--- config.mk ---
export PLATFORM = sky130hd
export DESIGN_NAME = lru_table
export DESIGN_NICKNAME = d
export VERILOG_FILES = /design/src/rtl/dcache_pkg.sv /design/src/rtl/lru_table.sv
export SDC_FILE = /design/constraint.sdc
export NUM_CORES = 1
export LEC_CHECK = 0
export ABC_CLOCK_PERIOD_IN_PS = 1800
export BUFFER_PORTS_ARGS = -buffer_cell sky130_fd_sc_hd__clkbuf_2
export CAP_MARGIN = 20
export CORE_MARGIN = 4
export CORE_UTILIZATION = 40
export DETAILED_ROUTE_END_ITERATION = 10
export MAX_ROUTING_LAYER = met4
export PLACE_DENSITY_LB_ADDON = 0.1
export SYNTH_ARGS = -nofsm -noshare
export SYNTH_HDL_FRONTEND = slang
export SYNTH_SLANG_ARGS = --single-unit
--- constraint.sdc ---
create_clock -name clk -period 1.8 [get_ports clk]
set_input_delay 0.27 -clock clk [delete_from_list [all_inputs] [get_ports clk]]
set_output_delay 0.27 -clock clk [all_outputs]
set_load 0.01 [all_outputs]
--- src/rtl/dcache_pkg.sv ---
package dcache_pkg;

    // Cache geometry, 2 ways of 128 sets with 8 half-words per block
    localparam int num_sets  = 128;
    localparam int num_words = 8;

    // Address field widths, half-word addressed so bit 0 is a byte select
    localparam int tag_w    = 5;
    localparam int index_w  = 7;
    localparam int offset_w = 3;

    // One 16-bit address word, seen raw or split into cache fields
    typedef union packed {
        logic [15:0] raw;                    // Full half-word address
        struct packed {
            logic [tag_w-1:0]    tag;        // Bits 15:11
            logic [index_w-1:0]  index;      // Bits 10:4, set select
            logic [offset_w-1:0] offset;     // Bits 3:1, word in block
            logic                byte_sel;   // Unused, always half-word access
        } fields;
    } dcache_addr_t;

endpackage

--- src/rtl/lru_table.sv ---
`timescale 1ns/1ps

module lru_table (
    input  logic                           clk,
    input  logic                           arst_n,
    input  logic                           touch,        // Hit or fill this cycle
    input  logic                           touched_way,
    input  logic [dcache_pkg::index_w-1:0] index,
    input  logic                           valid0,
    input  logic                           valid1,
    output logic                           victim        // Way to fill on a miss
);
    import dcache_pkg::*;

    // Bit names the way to replace next in each set
    logic [num_sets-1:0] lru_bit;

    always_ff @(posedge clk or negedge arst_n) begin
        if (!arst_n) begin
            lru_bit <= '0;
        end else if (touch) begin
            lru_bit[index] <= ~touched_way;  // Other way becomes least recent
        end
    end

    // Invalid ways are taken first, way 0 before way 1
    always_comb begin
        if (!valid0) begin
            victim = 1'b0;
        end else if (!valid1) begin
            victim = 1'b1;
        end else begin
            victim = lru_bit[index];
        end
    end

endmodule

==> reports/summary.txt <==
DP Wirelength: 10.70 mm
post-route total power: 7.485 mW
die width: 133.9 um
register area share after synthesis: 0.5054
postcts setup bufs: 0
max reg flops: 128
initial antenna violation count: 0
Wirelength per Cell: 19.73 um
YS warnings: 0
CTS Buffer Depth: 2
Comb power frac: 0.113
PwrDens: 989.8 mW/mm2
Routed WL: 16.87 mm
Max Clock Skew: 0 ps
Setup crit start kind: register
Mapped Cells: 614
placed insts: 824
pin count of the biggest net entering global routing: 61
DR vias/cell: 5.808
post-synthesis net count: 627
failing checks: setup timing
min cycle time layout: 2285 ps
Cell Area, Synth: 0.006337 mm2
# diodes: 0
clock share of power: 0.456
FP Rows: 45
via count: 4966
TritonRoute pass-1 iters: 7
H-tree lvl count: 4
Final Max Slew Viols: 0
outcome: complete, but fails checks
share of post-route cells with drive strength above 1: 0.1724
Mapped Avg Cell Area: 10.32 um2
ranking of synthesized cells by area: dfrtp_1, o31ai_1, o21ai_0, mux2i_1, clkbuf_1
Largest regs: lru_bit: 128 flops
All-Layer GR Usage: 0.2016
net switching power: 1.834 mW
async set-or-reset flop fraction in the synthesized netlist: 1.000
Worst Tran Pin Value: 480.2 ps
RSZ-0062 raised after global routing: true
Net Sw Frac: 0.2450
GR Overflow Total: 0
final worst setup slack: -484.7 ps
I/O Pins: 14
Seq cells post-synth: 128
Reg with most FFs: lru_bit
die area: 0.01792 mm2
CTS tree: yes
port bufs: 13
Post-synth EDFFs: 0
crit path max-delay cell type: dfrtp_1
nets: 646
Max Freq: 437.7 MHz
Starting Density: 0.4123
crit path cell chain: mux2i_1 -> o22ai_1 -> o21ai_0 -> a41oi_2 -> a221oi_2 -> a21boi_1 -> clkbuf_2
MaxCap Viol Count: 0
crit-path max FO: 2
cts bufs inserted: 17
arrival time at the worst endpoint: 2010 ps
sequential share of power: 0.432
area grow syn2layout: 19.33%
top-area cell type share of the netlist area: 0.5054
GP Congestion: 0.8294
antenna viol nets, final: 0
first-pass GRT wire length: 27.44 mm
Crit Path Class: register to output pin
Static Leak: 3.170 nW
Power Internal: 5.651 mW
clock root buffer: clkbuf_16
clock slew at reported path FFs: 60 ps
Non-Filler Instances: 855
pre-CTS setup slack: -524.9 ps
count of cell types in the netlist: 30
Post-synth top flop: dfrtp_1
maximum vdd drop: 657.2 uV
Die Height: 133.9 um
endpoints failing hold: 0
Iteration-0 DRC Markers: 338
required time of the critical path: 1530 ps
Slew Limit Headroom: 0.6799
Worst Path Buf+Inv: 1
DRC viols: 0
Synth area leader: dfrtp_1
fin crit share: 1.269
crit path capture type: output pin
WHS: 85.21 ps
final core utilization: 0.4920
CP max stage delay: 380 ps
vias in the first global route: 4859
Core ar.: 0.01537 mm2
most frequent cells after synthesis: o21ai_0, dfrtp_1, o31ai_1, clkbuf_1, mux2i_1
Final Setup Violations: 1
cell family with most CP delay: compound AO/OA/AOI/OAI gates
Clock Sinks: 128
clock latency on the worst-skew pair: 410 ps
worst hold path type: input port to register
most frequent cell after synthesis: o21ai_0
-- final cells by class --
type	instances	area [um2]
clock buffers	19	442.9
clock inverters	11	141.4
fillers	1418	7809
multi-input cells	413	2810
flip-flops and latches	128	3203
well taps	211	264.0
repair buffers	73	700.7
-- layout by cell type (no fill, tap or decap) --
cell type,synthesis,final
and2_1,1,1
nand3_1,11,11
nand2_1,17,17
nand4_1,3,3
clkbuf_16,0,17
o21ai_2,0,1
a21oi_1,4,4
o21ai_1,5,7
bufinv_16,0,3
buf_4,3,48
dfrtp_1,128,128
clkinv_2,0,4
nor3_2,0,1
buf_12,0,14
a41oi_2,0,1
nor3b_1,1,1
a221oi_2,1,1
nand2b_1,2,2
or2_2,1,1
o31ai_1,128,128
a21boi_1,1,1
or4b_1,1,1
clkbuf_2,1,10
o22ai_1,24,24
clkinvlp_4,0,3
o21ai_0,137,134
nor2b_1,7,7
clkbuf_1,56,1
mux2i_1,56,56
a22oi_1,1,1
o211ai_1,1,1
clkinv_4,0,1
dlygate4sd3_1,0,1
nor2_1,4,4
mux4_2,4,4
mux2_2,1,1
clkbuf_8,0,1
-- power groups by stage --
stage / clock [mW] / sequential [mW] / combinational [mW]
floorplan: 0 / 3.24 / 0.548
global placement: 0 / 3.28 / 0.819
detailed placement: 0 / 3.28 / 0.849
CTS: 3.49 / 3.23 / 0.850
global route: 3.65 / 3.26 / 0.940
finish: 3.41 / 3.23 / 0.842
-- per-stage QoR --
stage	TNS (ps)	instance area, um2
finish	-484.7	7562
global route	-609.9	7562
CTS	-545.2	7551
detailed placement	-4869	6952
global placement	-3504	6952
floorplan	-55.77	6349
-- cells by family after synthesis --
family,after synthesis,share of synthesized area
simple gates,49,0.03850
compound gates,303,0.2979
buf+inv,73,0.05370
flops,128,0.5054
mux,61,0.1044
-- timing repair --
action                     in CTS  in global routing
hold buffers                    1                  0
setup endpoints to repair       1                  1
gates resized for setup         3                  3
hold endpoints to repair       29                  0
pin swaps                       5                  1
-- layer usage --
layer  part of all wire  wire length [um]  global-route usage
met3              0.039               656             0.04276
met4              0.011               182             0.05029
met2               0.46              7778              0.2993
met5                  0                 0                   -
met1               0.49              8255              0.2838
-- worst paths after layout --
path                              startpoint           end  slack (ps)  cells after the start
worst min-delay path             touched_way   lru_bit[16]          90                      2
worst max-delay path            lru_bit[108]        victim        -480                      7
max in group asynchronous             arst_n  lru_bit[112]         820                      3
worst max register to register   lru_bit[66]   lru_bit[66]        1070                      2
min in group asynchronous             arst_n   lru_bit[69]         360                      2
worst min register to register   lru_bit[30]   lru_bit[30]         500                      2
(Power assumes the default switching activity.)
