<file path="src/rtl/dcache_pkg.sv">
package dcache_pkg;

    // Cache geometry, 2 ways of 128 sets with 8 half-words per block
    localparam int num_sets  = 128;
    localparam int num_words = 8;

    // Address field widths, half-word addressed so bit 0 is a byte select
    localparam int tag_w    = 5;
    localparam int index_w  = 7;
    localparam int offset_w = 3;

    // One 16-bit address word, seen raw or split into cache fields
    typedef union packed {
        logic [15:0] raw;                    // Full half-word address
        struct packed {
            logic [tag_w-1:0]    tag;        // Bits 15:11
            logic [index_w-1:0]  index;      // Bits 10:4, set select
            logic [offset_w-1:0] offset;     // Bits 3:1, word in block
            logic                byte_sel;   // Unused, always half-word access
        } fields;
    } dcache_addr_t;

endpackage

</file>
<file path="src/rtl/fill_if.sv">
`timescale 1ns/1ps

// Refill engine to datapath link
interface fill_if;
    import dcache_pkg::*;

    logic         miss;          // Lookup missed with cache enabled
    logic         busy;          // High from miss until block is in
    dcache_addr_t fill_addr;     // Block base plus word counter
    logic         wrt_data;      // One pulse per returned half-word
    logic         wrt_tag;       // Pulse with last word, sets tag and valid
    logic         read_request;  // Level to the memory side

    modport fsm (
        input  miss,
        output busy, fill_addr, wrt_data, wrt_tag, read_request
    );

    modport cache (
        output miss,
        input  busy, fill_addr, wrt_data, wrt_tag, read_request
    );

endinterface

</file>
<file path="src/rtl/cache_fill_fsm.sv">
`timescale 1ns/1ps

module cache_fill_fsm (
    input  logic                     clk,
    input  logic                     arst_n,
    input  dcache_pkg::dcache_addr_t miss_addr,     // CPU address of the missing access
    input  logic                     mem_data_vld,  // One pulse per half-word
    fill_if.fsm                      fill
);
    import dcache_pkg::*;

    logic                filling;       // Low is idle, high is fill
    logic [offset_w-1:0] word_cnt;      // Next word to fetch
    logic                last_word;
    logic [tag_w-1:0]    base_tag;      // Block being refilled
    logic [index_w-1:0]  base_index;

    assign last_word = (word_cnt == offset_w'(num_words - 1));

    // Control state
    always_ff @(posedge clk or negedge arst_n) begin
        if (!arst_n) begin
            filling  <= 1'b0;
            word_cnt <= '0;
        end else if (!filling) begin
            if (fill.miss) begin
                filling  <= 1'b1;       // Busy and request rise here
                word_cnt <= '0;
            end
        end else if (mem_data_vld) begin
            word_cnt <= word_cnt + 1'b1;  // Wraps back to 0 after the last word
            if (last_word) begin
                filling <= 1'b0;        // Retry sees the block next cycle
            end
        end
    end

    // Block base captured once per miss
    always_ff @(posedge clk) begin
        if (!filling && fill.miss) begin
            base_tag   <= miss_addr.fields.tag;
            base_index <= miss_addr.fields.index;
        end
    end

    // Memory address walks the block one half-word at a time
    always_comb begin
        fill.fill_addr.fields.tag      = base_tag;
        fill.fill_addr.fields.index    = base_index;
        fill.fill_addr.fields.offset   = word_cnt;
        fill.fill_addr.fields.byte_sel = 1'b0;
    end

    assign fill.busy         = filling;
    assign fill.read_request = filling;                   // Held until the last word
    assign fill.wrt_data     = filling && mem_data_vld;   // Write each returned word
    assign fill.wrt_tag      = fill.wrt_data && last_word;  // Tag and valid with word 7

endmodule

</file>
<file path="src/flat_wrapper.sv">
// flat-port wrapper written by rule: the top's interface ports become plain ports
module cache_fill_fsm_flat import dcache_pkg::*;
  (clk, arst_n, miss_addr, mem_data_vld, fill_miss, fill_busy, fill_fill_addr, fill_wrt_data, fill_wrt_tag, fill_read_request);
  fill_if fill_i ();
  input  logic clk;
  input  logic arst_n;
  input  dcache_pkg::dcache_addr_t miss_addr;
  input  logic mem_data_vld;
  input wire logic [$bits(fill_i.miss)-1:0] fill_miss;
  output wire logic [$bits(fill_i.busy)-1:0] fill_busy;
  output wire logic [$bits(fill_i.fill_addr)-1:0] fill_fill_addr;
  output wire logic [$bits(fill_i.wrt_data)-1:0] fill_wrt_data;
  output wire logic [$bits(fill_i.wrt_tag)-1:0] fill_wrt_tag;
  output wire logic [$bits(fill_i.read_request)-1:0] fill_read_request;
  assign fill_i.miss = fill_miss;
  assign fill_busy = fill_i.busy;
  assign fill_fill_addr = fill_i.fill_addr;
  assign fill_wrt_data = fill_i.wrt_data;
  assign fill_wrt_tag = fill_i.wrt_tag;
  assign fill_read_request = fill_i.read_request;
  cache_fill_fsm u_core (.clk(clk), .arst_n(arst_n), .miss_addr(miss_addr), .mem_data_vld(mem_data_vld), .fill(fill_i));
endmodule
</file>
<file path="config.mk">
export PLATFORM = sky130hd
export DESIGN_NAME = cache_fill_fsm_flat
export DESIGN_NICKNAME = d
export VERILOG_FILES = /design/src/rtl/dcache_pkg.sv /design/src/rtl/fill_if.sv /design/src/rtl/cache_fill_fsm.sv /design/src/flat_wrapper.sv
export SDC_FILE = /design/constraint.sdc
export NUM_CORES = 1
export LEC_CHECK = 0
export BUFFER_PORTS_ARGS = -buffer_cell sky130_fd_sc_hd__buf_4
export CAP_MARGIN = 20
export CORE_MARGIN = 2
export CORE_UTILIZATION = 35
export CTS_CLUSTER_SIZE = 24
export DETAILED_ROUTE_END_ITERATION = 10
export PLACE_DENSITY = 0.79
export SKIP_CTS_REPAIR_TIMING = 1
export SLEW_MARGIN = 20
export SYNTH_ARGS = -nofsm -noshare
export SYNTH_HDL_FRONTEND = slang
export SYNTH_SLANG_ARGS = --single-unit
</file>
<file path="constraint.sdc">
create_clock -name clk -period 1.32 [get_ports clk]
set_input_delay 0 -clock clk [delete_from_list [all_inputs] [get_ports clk]]
set_output_delay 0 -clock clk [all_outputs]
set_load 0.01 [all_outputs]
</file>
==> flow_metrics.py <==
metrics = {
    "status": {
        "status": "finished, violations left",
        "violations": "setup timing",
    },
    "drt": {
        "drt_iter0_markers": 5,
        "vias": 468,
        "ant_nets": 0,
        "first_pass_iters": 2,
        "viasPerCell": 4.588,
        "totalWireLength_mm": 1.431,
        "avgRoutedWirePerCell_um": 14.03,
        "drc": 0,
    },
    "placement": {
        "hpwl_um": 919.2,
        "dp_cells": 85,
        "port_buffers": 34,
        "gp_congestion": 0.6411,
    },
    "logic_synthesis": {
        "netlist_instances": 33,
        "synthDistinctLibCells": 14,
        "yosysSeqAreaShare_pct": 77.47,
        "synth_top_area_share_pct": 60.63,
        "netlist_top_cells_area": "edfxtp_1 61%, dfrtp_1 17%, ha_1 4.2%",
        "yosysTopAreaCell": "edfxtp_1",
        "ys_ff_latch": 16,
        "ys_warn_count": 0,
        "postSynthAreaPerCell_um2": 18.01,
        "synth_nets": 55,
        "syn-cell-area_um2": 594.3,
    },
    "global_route": {
        "antenna_found_initial": 0,
        "grt_pass1_wl_mm": 1.580,
        "gr-total-overflow": 0,
        "gr-usage-all-layers_pct": 11.18,
        "grt_pass1_vias": 389,
        "grt_max_degree": 13,
    },
    "finish": {
        "fin_cells": 102,
        "nets": 110,
        "syn_to_final_growth_pct": 82.95,
        "seq_area_um2": 460.4,
        "fillers": 111,
        "final_common_cell": "buf_4",
        "multi_input_area_um2": 145.1,
        "final_cell_mix": "37 x buf_4, 13 x dlygate4sd3_1, 12 x edfxtp_1",
        "diodes": 0,
        "drive_gt1_share_pct": 54.65,
    },
    "setup_path": {
        "rr_worst_depth": 4,
        "crit_path_end": "u_core.word_cnt[2]$_DFFE_PN0P_",
        "slowest_delay_ns": 0.40,
        "worstPathMaxFanout": 2,
        "endpoint_kind": "register",
        "critPathLaunch": "u_core.word_cnt[0]$_DFFE_PN0P_",
        "cp.depth": 4,
        "reg2reg_slack_ns": -0.02,
        "path_class": "register to register",
        "r2r-end": "u_core.word_cnt[2]$_DFFE_PN0P_",
        "reg2reg_from": "u_core.word_cnt[0]$_DFFE_PN0P_",
        "startpoint_type": "register",
        "critPathArrivalTime_ns": 1.50,
        "cpLargestDelayFamily": "adder cells",
        "path_cells": "ha_2, ha_4, mux2_4, a22o_1",
        "path_buf_inv": 0,
        "cp.required_ns": 1.48,
        "slowest_stage": "dfrtp_1",
    },
    "timing": {
        "worst_hold_slack_ns": 0.004939,
        "slew_viol_final": 0,
        "period_needed_ns": 1.341,
        "rsz0062_at_grt": "true",
        "fin_ws_ns": -0.02072,
        "finalSetupViolCount": 1,
        "min_period_over_period_pct": 101.6,
        "fmax_ghz": 0.7459,
        "hold_violations": 0,
        "fin_skew_ns": 0.006077,
        "timing.setup.tns_ns": -0.02072,
    },
    "floorplanning": {
        "dieArea_um2": 2043,
        "row_count": 14,
        "start_util_pct": 38.56,
        "die_w_um": 45.21,
        "die_y_um": 45.21,
        "coreArea_um2": 1541,
        "num_io_pins": 40,
    },
    "cts": {
        "path_clk_slew_ns": 0.09,
        "clockBufferDepth": 2,
        "cts_buffers": 3,
        "ctsHtreeMaxLevel": 1,
        "clk_latency_ns": 0.27,
        "cts_root_buf": "clkbuf_4",
        "cts.sinks": 16,
        "cts_tree": "yes",
    },
    "hold_path": {
        "hp-class": "input pin to register",
        "min_from": "fill_miss",
    },
    "power_and_ir_drop": {
        "powerDensity_nw_per_um2": 1486,
        "vdd_ir_drop_max_v": 0.0009300,
        "p_leak_nw": 0.4774,
    },
    "flow_run": {
        "maxCapViolations": 0,
    },
}
layer usage:
metal | track usage (%) | part of all wire (%) | wire length (um) | up-vias
met1 | 13.25 | 41 | 592 | 212
met4 | 5.294 | 0 | 0 | 0
met2 | 18.00 | 47 | 675 | 29
met5 | 0 | 0 | 0 | -
met3 | 4.000 | 11 | 163 | 0
li1 | - | - | - | 227
worst min-delay path: stages:
cell	delay, ns
buf_4	0.09
nor2_1	0.06
nor2_1	0.08
power breakdown:
part	internal (mW)	switching, mW
combinational	0.418	0.248
sequential	0.642	0.0708
clock	0.105	0.132
sequential cells by signal, summed over array words and instances, names as in the netlist:
signal,flops
u_core.base_index,7
u_core.base_tag,5
u_core.word_cnt,3
u_core.fill.busy,1
stage by stage:
stage	worst slack [ns]	util, %	area, um2	total power, mW
after floorplan	-0.03154	-	615.6	1.012
after global routing	-0.04454	70.54	1087	1.696
after detailed placement	-0.003554	59.58	918.4	1.325
after CTS	-0.04036	61.04	940.9	1.563
final	-0.02072	70.54	1087	1.616
after global placement	0.01888	59.58	918.4	1.301
kinds of logic after synthesis:
kind of cell    synth area share (%)
buf+inv                        2.526
fa+ha+maj                      4.210
mux                            3.789
simple gates                   5.687
other cells                   0.6310
compound gates                 4.212
xor+xnor                       1.474
flops                          77.48
worst min-delay path by stage:
stage / depth (start not counted) / end / slack [ns]
6_report: 3 / u_core.fill.busy$_DFF_PN0_ / 0.005
5_1_grt: 3 / u_core.fill.busy$_DFF_PN0_ / 0.002
4_1_cts: 1 / u_core.word_cnt[0]$_DFFE_PN0P_ / -0.50
3_5_place_dp: 1 / u_core.word_cnt[2]$_DFFE_PN0P_ / -0.20
3_3_place_gp: 1 / u_core.word_cnt[0]$_DFFE_PN0P_ / -0.20
2_1_floorplan: 0 / u_core.fill.busy$_DFF_PN0_ / -0.30
Yosys cell counts, drive strengths merged:
cell type  number
edfxtp         12
dfrtp           4
a22o            2
buf             2
ha              2
mux2            2
nor2            2
a21o            1
and2            1
and3            1
conb            1
nor2b           1
nor3b           1
xor2            1
cell type report:
| type | count | area share (%) |
|---|---|---|
| sequential | 16 | 42.35 |
| tap | 16 | 1.841 |
| multi-input combinational | 15 | 13.35 |
| clock buffer | 3 | 2.071 |
| timing repair buffer | 52 | 40.39 |
Power figures use the tool's default switching activity.
